<file path="config.mk">
export PLATFORM = sky130hd
export DESIGN_NAME = stream_alu_top
export DESIGN_NICKNAME = d
export VERILOG_FILES = /design/src/stream_alu_pkg.sv /design/src/axi_fifo_short.sv /design/src/cmd_decode.sv /design/src/alu_execute.sv /design/src/result_format.sv /design/src/stream_alu_top.sv
export SDC_FILE = /design/constraint.sdc
export NUM_CORES = 2
export LEC_CHECK = 0
export ABC_AREA = 1
export BUFFER_PORTS_ARGS = -buffer_cell sky130_fd_sc_hd__buf_2
export CAP_MARGIN = 25
export CORE_MARGIN = 4
export CORE_UTILIZATION = 45
export CTS_CLUSTER_DIAMETER = 80
export DETAILED_ROUTE_END_ITERATION = 8
export SETUP_SLACK_MARGIN = 0.15
export SYNTH_ARGS = -nofsm -noshare
export SYNTH_HDL_FRONTEND = slang
export SYNTH_HIERARCHICAL = 1
export SYNTH_SLANG_ARGS = --single-unit
</file>
<file path="constraint.sdc">
create_clock -name clk -period 32.1 [get_ports clk]
set_clock_uncertainty 0.2 [all_clocks]
set_input_delay 4.815 -clock clk [delete_from_list [all_inputs] [get_ports clk]]
set_output_delay 4.815 -clock clk [all_outputs]
set_load 0.02 [all_outputs]
</file>
<file path="src/stream_alu_pkg.sv">
// ------------------------------------------------
// Shared definitions for the stream ALU
// Widths, opcode and control encodings, flag bits,
// command and response payload structs
// ------------------------------------------------

package stream_alu_pkg;

  // Operand, tag and flag widths
  localparam int DATA_W = 16;
  localparam int TAG_W  = 4;
  localparam int FLAG_W = 3;

  // Flag bit positions inside rsp_t.flags
  localparam int FLAG_CARRY = 0;
  localparam int FLAG_ZERO  = 1;
  localparam int FLAG_ERR   = 2;

  // Command opcodes, codes 6 and 7 are illegal
  typedef enum logic [2:0] {
    ADD = 3'd0,
    SUB = 3'd1,
    AND = 3'd2,
    OR  = 3'd3,
    XOR = 3'd4,
    MAX = 3'd5
  } op_e;

  // Execute unit select
  typedef enum logic [1:0] {
    SEL_ARITH = 2'd0,
    SEL_LOGIC = 2'd1,
    SEL_MAX   = 2'd2
  } alu_sel_e;

  // Bitwise function for the logic unit
  typedef enum logic [1:0] {
    FN_AND = 2'd0,
    FN_OR  = 2'd1,
    FN_XOR = 2'd2
  } logic_fn_e;

  // Command beat, 39 bits
  typedef struct packed {
    op_e               op;
    logic [TAG_W-1:0]  tag;
    logic [DATA_W-1:0] a;
    logic [DATA_W-1:0] b;
  } cmd_t;

  // Response beat, 23 bits
  typedef struct packed {
    logic [TAG_W-1:0]  tag;
    logic [DATA_W-1:0] result;
    logic [FLAG_W-1:0] flags;
  } rsp_t;

endpackage

</file>
<file path="src/axi_fifo_short.sv">
// ------------------------------------------------
// Short valid/ready FIFO, 2**DEPTH_LOG2 entries
// Shift-register storage with a read pointer,
// space and occupied counters, synchronous clear
// ------------------------------------------------

module axi_fifo_short #(
  parameter type T          = stream_alu_pkg::cmd_t,
  parameter int  DEPTH_LOG2 = 5
) (
  input  logic                clk,
  input  logic                reset,
  input  logic                i_clear,
  input  T                    i_tdata,
  input  logic                i_tvalid,
  output logic                i_tready,
  output T                    o_tdata,
  output logic                o_tvalid,
  input  logic                o_tready,
  output logic [DEPTH_LOG2:0] o_space,
  output logic [DEPTH_LOG2:0] o_occupied
);

  localparam int DEPTH = 2 ** DEPTH_LOG2;
  localparam int CNT_W = DEPTH_LOG2 + 1;

  T                      mem [DEPTH];
  logic [DEPTH_LOG2-1:0] rd_ptr;
  logic                  full;
  logic                  empty;
  logic                  write;
  logic                  read;

  assign write    = i_tvalid & i_tready;
  assign read     = o_tvalid & o_tready;
  assign i_tready = ~full;
  assign o_tvalid = ~empty;

  // Oldest entry sits at the read pointer
  assign o_tdata = mem[rd_ptr];

  // New data always enters at slot 0 and pushes older entries up
  always_ff @(posedge clk) begin
    if (write) begin
      mem[0] <= i_tdata;
      for (int i = 1; i < DEPTH; i++) begin
        mem[i] <= mem[i-1];
      end
    end
  end

  // Pointer and flags move only when exactly one side transfers
  always_ff @(posedge clk) begin
    if (reset || i_clear) begin
      rd_ptr <= '0;
      empty  <= 1'b1;
      full   <= 1'b0;
    end else if (read && !write) begin
      full <= 1'b0;
      if (rd_ptr == '0) begin
        empty <= 1'b1;
      end else begin
        rd_ptr <= rd_ptr - 1'b1;
      end
    end else if (write && !read) begin
      empty <= 1'b0;
      if (!empty) begin
        rd_ptr <= rd_ptr + 1'b1;
      end
      // Last free slot about to be taken
      if (rd_ptr == DEPTH_LOG2'(DEPTH - 2)) begin
        full <= 1'b1;
      end
    end
  end

  // Level counters
  always_ff @(posedge clk) begin
    if (reset || i_clear) begin
      o_space    <= CNT_W'(DEPTH);
      o_occupied <= '0;
    end else if (read && !write) begin
      o_space    <= o_space + 1'b1;
      o_occupied <= o_occupied - 1'b1;
    end else if (write && !read) begin
      o_space    <= o_space - 1'b1;
      o_occupied <= o_occupied + 1'b1;
    end
  end

  // Flags and counters must agree, or a write lands on a full FIFO
  a_no_overflow : assert property (@(posedge clk) disable iff (reset)
    write && !read |-> o_occupied < CNT_W'(DEPTH));

  // Same for a read from an empty FIFO
  a_no_underflow : assert property (@(posedge clk) disable iff (reset)
    read && !write |-> o_occupied != '0);

endmodule

</file>
<file path="src/cmd_decode.sv">
// ------------------------------------------------
// Decode stage of the stream ALU
// Maps the opcode to execute controls, flags
// illegal opcodes, one register slice
// ------------------------------------------------

module cmd_decode (
  input  logic                                clk,
  input  logic                                reset,
  input  logic                                i_clear,
  input  stream_alu_pkg::op_e                 i_op,
  input  logic [stream_alu_pkg::TAG_W-1:0]    i_tag,
  input  logic [stream_alu_pkg::DATA_W-1:0]   i_a,
  input  logic [stream_alu_pkg::DATA_W-1:0]   i_b,
  input  logic                                i_valid,
  input  logic                                i_ready,
  output logic                                o_ready,
  output stream_alu_pkg::alu_sel_e            o_sel,
  output stream_alu_pkg::logic_fn_e           o_fn,
  output logic                                o_sub,
  output logic                                o_err,
  output logic [stream_alu_pkg::TAG_W-1:0]    o_tag,
  output logic [stream_alu_pkg::DATA_W-1:0]   o_a,
  output logic [stream_alu_pkg::DATA_W-1:0]   o_b,
  output logic                                o_valid
);

  import stream_alu_pkg::*;

  alu_sel_e  dec_sel;
  logic_fn_e dec_fn;
  logic      dec_sub;
  logic      dec_err;

  // Take a beat when the slot is free or being drained
  assign o_ready = ~o_valid | i_ready;

  always_comb begin
    dec_sel = SEL_ARITH;
    dec_fn  = FN_AND;
    dec_sub = 1'b0;
    dec_err = 1'b0;
    case (i_op)
      ADD: dec_sel = SEL_ARITH;
      SUB: dec_sub = 1'b1;
      AND: begin
        dec_sel = SEL_LOGIC;
        dec_fn  = FN_AND;
      end
      OR: begin
        dec_sel = SEL_LOGIC;
        dec_fn  = FN_OR;
      end
      XOR: begin
        dec_sel = SEL_LOGIC;
        dec_fn  = FN_XOR;
      end
      MAX:     dec_sel = SEL_MAX;
      default: dec_err = 1'b1;
    endcase
  end

  always_ff @(posedge clk) begin
    if (reset || i_clear) begin
      o_valid <= 1'b0;
    end else if (o_ready) begin
      o_valid <= i_valid;
    end
  end

  // Payload registers
  always_ff @(posedge clk) begin
    if (i_valid && o_ready) begin
      o_sel <= dec_sel;
      o_fn  <= dec_fn;
      o_sub <= dec_sub;
      o_err <= dec_err;
      o_tag <= i_tag;
      o_a   <= i_a;
      o_b   <= i_b;
    end
  end

  // A command waiting at the input holds until decode takes it
  a_hold_stable : assert property (@(posedge clk) disable iff (reset)
    i_valid && !o_ready && !i_clear |=> i_valid && $stable({i_op, i_tag, i_a, i_b}));

endmodule

</file>
<file path="src/alu_execute.sv">
// ------------------------------------------------
// Execute stage of the stream ALU
// Add/sub with carry, logic ops, unsigned max,
// one register slice
// ------------------------------------------------

module alu_execute (
  input  logic                                clk,
  input  logic                                reset,
  input  logic                                i_clear,
  input  stream_alu_pkg::alu_sel_e            i_sel,
  input  stream_alu_pkg::logic_fn_e           i_fn,
  input  logic                                i_sub,
  input  logic                                i_err,
  input  logic [stream_alu_pkg::TAG_W-1:0]    i_tag,
  input  logic [stream_alu_pkg::DATA_W-1:0]   i_a,
  input  logic [stream_alu_pkg::DATA_W-1:0]   i_b,
  input  logic                                i_valid,
  input  logic                                i_ready,
  output logic                                o_ready,
  output logic [stream_alu_pkg::DATA_W-1:0]   o_result,
  output logic                                o_carry,
  output logic                                o_err,
  output logic [stream_alu_pkg::TAG_W-1:0]    o_tag,
  output logic                                o_valid
);

  import stream_alu_pkg::*;

  logic [DATA_W:0]   arith;
  logic [DATA_W-1:0] logic_res;
  logic [DATA_W-1:0] max_res;
  logic [DATA_W-1:0] result;
  logic              carry;

  assign o_ready = ~o_valid | i_ready;

  // Top bit is carry out on add, borrow on subtract
  assign arith = i_sub ? ({1'b0, i_a} - {1'b0, i_b}) : ({1'b0, i_a} + {1'b0, i_b});

  always_comb begin
    case (i_fn)
      FN_OR:   logic_res = i_a | i_b;
      FN_XOR:  logic_res = i_a ^ i_b;
      default: logic_res = i_a & i_b;
    endcase
  end

  // Unsigned compare
  assign max_res = (i_a > i_b) ? i_a : i_b;

  always_comb begin
    result = '0;
    carry  = 1'b0;
    if (!i_err) begin
      case (i_sel)
        SEL_ARITH: begin
          result = arith[DATA_W-1:0];
          carry  = arith[DATA_W];
        end
        SEL_LOGIC: result = logic_res;
        SEL_MAX:   result = max_res;
        default:   result = '0;
      endcase
    end
  end

  always_ff @(posedge clk) begin
    if (reset || i_clear) begin
      o_valid <= 1'b0;
    end else if (o_ready) begin
      o_valid <= i_valid;
    end
  end

  always_ff @(posedge clk) begin
    if (i_valid && o_ready) begin
      o_result <= result;
      o_carry  <= carry;
      o_err    <= i_err;
      o_tag    <= i_tag;
    end
  end

  // Subtract borrow is set exactly when b exceeds a
  a_sub_borrow : assert property (@(posedge clk) disable iff (reset || i_clear)
    i_valid && o_ready && !i_err && i_sel == SEL_ARITH && i_sub
    |=> o_carry == ($past(i_a) < $past(i_b)));

endmodule

</file>
<file path="src/result_format.sv">
// ------------------------------------------------
// Result stage of the stream ALU
// Builds carry, zero and error flags and packs
// the response, one register slice
// ------------------------------------------------

module result_format (
  input  logic                                clk,
  input  logic                                reset,
  input  logic                                i_clear,
  input  logic [stream_alu_pkg::DATA_W-1:0]   i_result,
  input  logic                                i_carry,
  input  logic                                i_err,
  input  logic [stream_alu_pkg::TAG_W-1:0]    i_tag,
  input  logic                                i_valid,
  input  logic                                i_ready,
  output logic                                o_ready,
  output stream_alu_pkg::rsp_t                o_rsp,
  output logic                                o_valid
);

  import stream_alu_pkg::*;

  logic [FLAG_W-1:0] flags;

  assign o_ready = ~o_valid | i_ready;

  always_comb begin
    flags             = '0;
    flags[FLAG_CARRY] = i_carry;
    flags[FLAG_ZERO]  = (i_result == '0);
    flags[FLAG_ERR]   = i_err;
  end

  always_ff @(posedge clk) begin
    if (reset || i_clear) begin
      o_valid <= 1'b0;
    end else if (o_ready) begin
      o_valid <= i_valid;
    end
  end

  always_ff @(posedge clk) begin
    if (i_valid && o_ready) begin
      o_rsp.tag    <= i_tag;
      o_rsp.result <= i_result;
      o_rsp.flags  <= flags;
    end
  end

  // Execute zeroes the result of an illegal opcode
  a_err_zero : assert property (@(posedge clk) disable iff (reset || i_clear)
    o_valid && o_rsp.flags[FLAG_ERR] |-> o_rsp.result == '0 && o_rsp.flags[FLAG_ZERO]);

endmodule

</file>
<file path="src/stream_alu_top.sv">
// ------------------------------------------------
// Stream ALU top level
// Input FIFO, decode, execute, result, output FIFO
// ------------------------------------------------

module stream_alu_top #(
  parameter int FIFO_DEPTH_LOG2 = 5
) (
  input  logic                                clk,
  input  logic                                reset,
  input  logic                                i_clear,
  input  stream_alu_pkg::op_e                 i_cmd_op,
  input  logic [stream_alu_pkg::TAG_W-1:0]    i_cmd_tag,
  input  logic [stream_alu_pkg::DATA_W-1:0]   i_cmd_a,
  input  logic [stream_alu_pkg::DATA_W-1:0]   i_cmd_b,
  input  logic                                i_cmd_valid,
  input  logic                                i_rsp_ready,
  output logic                                o_cmd_ready,
  output logic [stream_alu_pkg::TAG_W-1:0]    o_rsp_tag,
  output logic [stream_alu_pkg::DATA_W-1:0]   o_rsp_result,
  output logic [stream_alu_pkg::FLAG_W-1:0]   o_rsp_flags,
  output logic                                o_rsp_valid,
  output logic [FIFO_DEPTH_LOG2:0]            o_in_space,
  output logic [FIFO_DEPTH_LOG2:0]            o_out_occupied
);

  import stream_alu_pkg::*;

  cmd_t              in_cmd;
  cmd_t              fifo_cmd;
  logic              fifo_cmd_valid;
  logic              dec_ready;
  alu_sel_e          dec_sel;
  logic_fn_e         dec_fn;
  logic              dec_sub;
  logic              dec_err;
  logic [TAG_W-1:0]  dec_tag;
  logic [DATA_W-1:0] dec_a;
  logic [DATA_W-1:0] dec_b;
  logic              dec_valid;
  logic              exe_ready;
  logic [DATA_W-1:0] exe_result;
  logic              exe_carry;
  logic              exe_err;
  logic [TAG_W-1:0]  exe_tag;
  logic              exe_valid;
  logic              fmt_ready;
  rsp_t              fmt_rsp;
  logic              fmt_valid;
  logic              out_ready;
  rsp_t              out_rsp;

  assign in_cmd = '{op: i_cmd_op, tag: i_cmd_tag, a: i_cmd_a, b: i_cmd_b};

  axi_fifo_short #(.T(cmd_t), .DEPTH_LOG2(FIFO_DEPTH_LOG2)) u_in_fifo (
    .clk, .reset, .i_clear,
    .i_tdata(in_cmd), .i_tvalid(i_cmd_valid), .i_tready(o_cmd_ready),
    .o_tdata(fifo_cmd), .o_tvalid(fifo_cmd_valid), .o_tready(dec_ready),
    .o_space(o_in_space), .o_occupied()
  );

  cmd_decode u_cmd_decode (
    .clk, .reset, .i_clear,
    .i_op(fifo_cmd.op), .i_tag(fifo_cmd.tag), .i_a(fifo_cmd.a), .i_b(fifo_cmd.b),
    .i_valid(fifo_cmd_valid), .i_ready(exe_ready), .o_ready(dec_ready),
    .o_sel(dec_sel), .o_fn(dec_fn), .o_sub(dec_sub), .o_err(dec_err),
    .o_tag(dec_tag), .o_a(dec_a), .o_b(dec_b), .o_valid(dec_valid)
  );

  alu_execute u_alu_execute (
    .clk, .reset, .i_clear,
    .i_sel(dec_sel), .i_fn(dec_fn), .i_sub(dec_sub), .i_err(dec_err),
    .i_tag(dec_tag), .i_a(dec_a), .i_b(dec_b),
    .i_valid(dec_valid), .i_ready(fmt_ready), .o_ready(exe_ready),
    .o_result(exe_result), .o_carry(exe_carry), .o_err(exe_err),
    .o_tag(exe_tag), .o_valid(exe_valid)
  );

  result_format u_result_format (
    .clk, .reset, .i_clear,
    .i_result(exe_result), .i_carry(exe_carry), .i_err(exe_err), .i_tag(exe_tag),
    .i_valid(exe_valid), .i_ready(out_ready), .o_ready(fmt_ready),
    .o_rsp(fmt_rsp), .o_valid(fmt_valid)
  );

  axi_fifo_short #(.T(rsp_t), .DEPTH_LOG2(FIFO_DEPTH_LOG2)) u_out_fifo (
    .clk, .reset, .i_clear,
    .i_tdata(fmt_rsp), .i_tvalid(fmt_valid), .i_tready(out_ready),
    .o_tdata(out_rsp), .o_tvalid(o_rsp_valid), .o_tready(i_rsp_ready),
    .o_space(), .o_occupied(o_out_occupied)
  );

  // Response fields out as loose ports
  assign o_rsp_tag    = out_rsp.tag;
  assign o_rsp_result = out_rsp.result;
  assign o_rsp_flags  = out_rsp.flags;

endmodule

</file>
Word-level counts from Yosys, hierarchy flattened:

Memory sizes are Yosys's and may differ from the RTL's. A register that Yosys moved wholly into a read port is not among the register bits.
Index checks and enable logic that the tools add are counted.

* add/sub/neg operators: 10
* magnitude comparators: 1
* equality and inequality tests: 17
* multiplexer cells: 34
* bitwise operators: 18
* reduce and logical (&&, ||, !) cells: 30

Operators with widths (count)
* $mux W5: 12
* $pmux W16 S3: 1
* $pmux W16 S2: 1
* $mux W6: 4
* $add A16 B16 Y17: 1
* $mux W17: 1
* $sub A16 B16 Y17: 1
* $and A16 B16 Y16: 1
* $gt A16 B16 Y1: 1
* $logic_not A16 Y1: 1
* $mux W16: 1
* $or A16 B16 Y16: 1
* $xor A16 B16 Y16: 1
* $add A6 B1 Y6 const B: 2
* $mux W1: 12
* $ne A2 B2 Y1 const B: 6
* $sub A6 B1 Y6 const B: 2
* $add A5 B1 Y5 const B: 2
* $eq A5 B5 Y1 const B: 2
* $logic_not A5 Y1: 2
* $sub A5 B1 Y5 const B: 2
* $not A1 Y1: 8
* $pmux W2 S2: 2
* $reduce_and A2 Y1: 4
* other kinds (17): 39

* flip-flop bits (word level): 116
* bits in writable memories: 1984
* input port bits: 44
* output and inout bits: 37
* logic and storage cells: 137
* memories: 2

Memories
* u_in_fifo.mem: depth 32, width 39, read ports 32, clocked after Yosys merged registers in 1, write ports 32, line axi_fifo_short.sv:27 `T mem [DEPTH];`
* u_out_fifo.mem: depth 32, width 23, read ports 32, clocked after Yosys merged registers in 1, write ports 32, line axi_fifo_short.sv:27

Logic depth before layout (Yosys ltp):

* depth after elaboration: 11
* depth in mapped cells: 23
* mapped depth without buffers: 21

By module:

The synthesis kept the hierarchy.

By module, submodules not included
* axi_fifo_short at u_in_fifo: instances 1, cells an instance 4264, area each 51167.8 sq um, seq. area each 37956.4 sq um
* axi_fifo_short at u_out_fifo: instances 1, cells an instance 2622, area each 30945.9 sq um, seq. area each 22581.7 sq um
* alu_execute: instances 1, cells an instance 642, area each 3936.3 sq um, seq. area each 680.7 sq um
* cmd_decode: instances 1, cells an instance 61, area each 1373.8 sq um, seq. area each 1281.2 sq um
* result_format: instances 1, cells an instance 56, area each 839.6 sq um, seq. area each 710.7 sq um

Least setup slack after synthesis:

No wires, ideal clock.

* path type: input to register
* start point: input port i_cmd_valid
* end point: register with a tool-made name
* setup time: 112 ps
* data arrival time: 32194 ps
* required time: 31788 ps
* path slack: -406 ps
* stages on the path: 10
* buffers on the path: 0
* path through: nand2_1 inv_1 ha_1 a21oi_1 inv_1 nand2_1 a21oi_1 o21ai_0 nand2_1 inv_1

RTL lines
* start, declared: line stream_alu_top.sv:16 `input logic i_cmd_valid,`

==> flow_summary.json <==
{
  "drtAntennaViolNets": 0,
  "insertion_delay_ps": 850,
  "globalRouteOverflowTotal": 0,
  "cp_max_fo": 161,
  "startpoint_type": "flop",
  "syn-num-nets": 7628,
  "drt_iter0_drc": 5643,
  "max_freq_mhz": 105,
  "path_buf_inv": 3,
  "cts_buffers": 213,
  "layout.nets": 7545,
  "hold_buffers": 0,
  "crit_path_cell_trace": "buf_12, buf_4, nand2_1, nand3_1, nand3_1, a21oi_1, nor2_1, a21oi_1, buf_2",
  "critical_path_class": "flop to output pin",
  "wl_met1_mm": 87.7,
  "rrSetupSlack_ps": 26150,
  "drv_cap": 0,
  "synthCells": 7518,
  "grt_max_degree": 203,
  "outcome": "completed",
  "top_layer": "met4",
  "vias": 54275,
  "areaGrowthSynthToFinish_pct": 10.0,
  "tritoncts": "yes",
  "initial_core_util_pct": 45.3,
  "dr_wl_met3_mm": 9.67,
  "wl_per_cell_um": 18.5,
  "cp.required_ps": 27080,
  "setup_viol": 0,
  "min_from": "u_out_fifo/mem[4][20]",
  "drc_errors": 0,
  "final.setup.tns_ps": 0,
  "dr.pass1.iters": 5,
  "cts_num_sinks": 2110,
  "finalHoldViolCount": 0,
  "hpwl_mm": 99.0,
  "rsz0062_at_grt": "false",
  "fp.coreArea_um2": 193000,
  "drive_gt1_share_pct": 6.48,
  "nFillCells": 16881,
  "io_buffers": 80,
  "r2r_start": "u_in_fifo/full",
  "place.gp.congestion": 0.828,
  "die_y_um": 449,
  "yosys_warnings": 6,
  "power.leakage_nw": 35.6,
  "ir_drop_mv": 0.0525,
  "critPathTopFamily": "buffers and inverters",
  "routed_wl_mm": 187,
  "endpoint_kind": "output pin",
  "final.period_utilization_pct": 29.8,
  "drv_slew": 0,
  "finalCriticalPeriod_ps": 9560,
  "antenna_found_initial": 3,
  "syn_area_um2": 87400,
  "wl_met2_mm": 85.9,
  "root_buffer": "clkbuf_16",
  "slowest_stage": "buf_4",
  "post_cts_buffers": 0,
  "fp.dieW_um": 449,
  "grt_pass1_vias": 52406,
  "cts_resized": 0,
  "clkTransAtPathRegs_ps": 60,
  "arrival_ps": 4550,
  "vias_per_cell": 5.36,
  "worst_slew_pin_slew_ps": 1180,
  "max_stage_delay_ps": 870,
  "cts_max_path_buffers": 3,
  "hp-class": "flop to flop",
  "grt_usage_pct": 18.1,
  "p_per_area_nw_per_um2": 59.4,
  "power_w": 0.00572,
  "avgSynthCellArea_um2": 11.6,
  "relSlewSlack_pct": 21.6,
  "grt_pass1_wl_mm": 298,
  "die_area_um2": 201000,
  "ioPinCount": 81,
  "row_count": 161,
  "htreeDepth": 4
}
==> final cells by class <==
type / instances / area [µm²] / share of cell area (%)
sequential: 2110 / 63000 / 65.5
tap: 2526 / 3160 / 3.28
multi-input combinational: 4744 / 21500 / 22.3
clock inverter: 120 / 922 / 0.958
clock buffer: 265 / 5590 / 5.81
inverter: 211 / 847 / 0.880
timing repair buffer: 155 / 1250 / 1.30
antenna: 2 / 5.00 / 0.00520
==> worst paths after layout <==
kind,endpoint,cells past startpoint
max,o_rsp_result[2],9
max reg2reg,u_in_fifo/mem[4][38],11
min,u_out_fifo/mem[5][20],0
min reg2reg,u_out_fifo/mem[5][20],0
==> placed cells by master, fill, tap and decap left out, drive strengths merged <==
cell type     n
xnor2         7
nor2        413
and2          3
o31ai       179
nand3       855
dfxtp        39
clkinv      108
a31o          1
o21ai       210
o22ai        10
nand3b        2
a31oi         1
buf         155
fa            2
diode         2
o211ai        3
o21bai        9
a21o          1
nand4         5
a21boi        3
inv         211
xor2          9
nor4          1
clkinvlp      4
nand2      2419
o221ai        5
bufinv        8
clkbuf      265
a21oi       525
edfxtp     2071
nor3         15
or2           2
ha           64
==> where the power goes <==
part           switching (W)  total (W)  internal, W  leakage [nW]
Clock                0.00104    0.00234      0.00130          3.18
Sequential         0.0000461    0.00317      0.00312          19.9
Combinational       0.000157   0.000218    0.0000614          12.5
==> flip-flops by register name, indices dropped and copies added (netlist names), 2 cells and up, named ones only <==
register and count:
u_alu_execute/o_result 16, u_cmd_decode/o_fn 2, u_cmd_decode/o_a 16, u_cmd_decode/o_tag 4, u_out_fifo/rd_ptr 5, u_result_format/o_rsp 23, u_in_fifo/rd_ptr 5, u_in_fifo/o_space 6
u_alu_execute/o_tag 4, u_out_fifo/mem 736, u_cmd_decode/o_b 16, u_out_fifo/o_occupied 6, u_cmd_decode/o_sel 2, u_in_fifo/mem 1248
==> layer usage <==
metal  vias up  GRT usage (%)
met5         -              0
met4         0           5.17
met3       268           2.67
met2      1441           28.4
met1     26386           26.5
li1      26180              -
==> through the flow <==
step / hold WS (ps) / setup WS [ps] / instances / utilization, % / instance area [µm²]
2_1_floorplan: 200 / 6790 / 7518 / - / 87500
3_3_place_gp: 203 / 20990 / 9738 / 46.4 / 89500
3_5_place_dp: 205 / 20960 / 9741 / 46.4 / 89600
4_1_cts: 204 / 21930 / 10126 / 49.8 / 96100
5_1_grt: 224 / 22180 / 10132 / 49.9 / 96200
6_report: 217 / 22540 / 10133 / 49.9 / 96200
No activity file was read; power rests on OpenSTA's default activity.
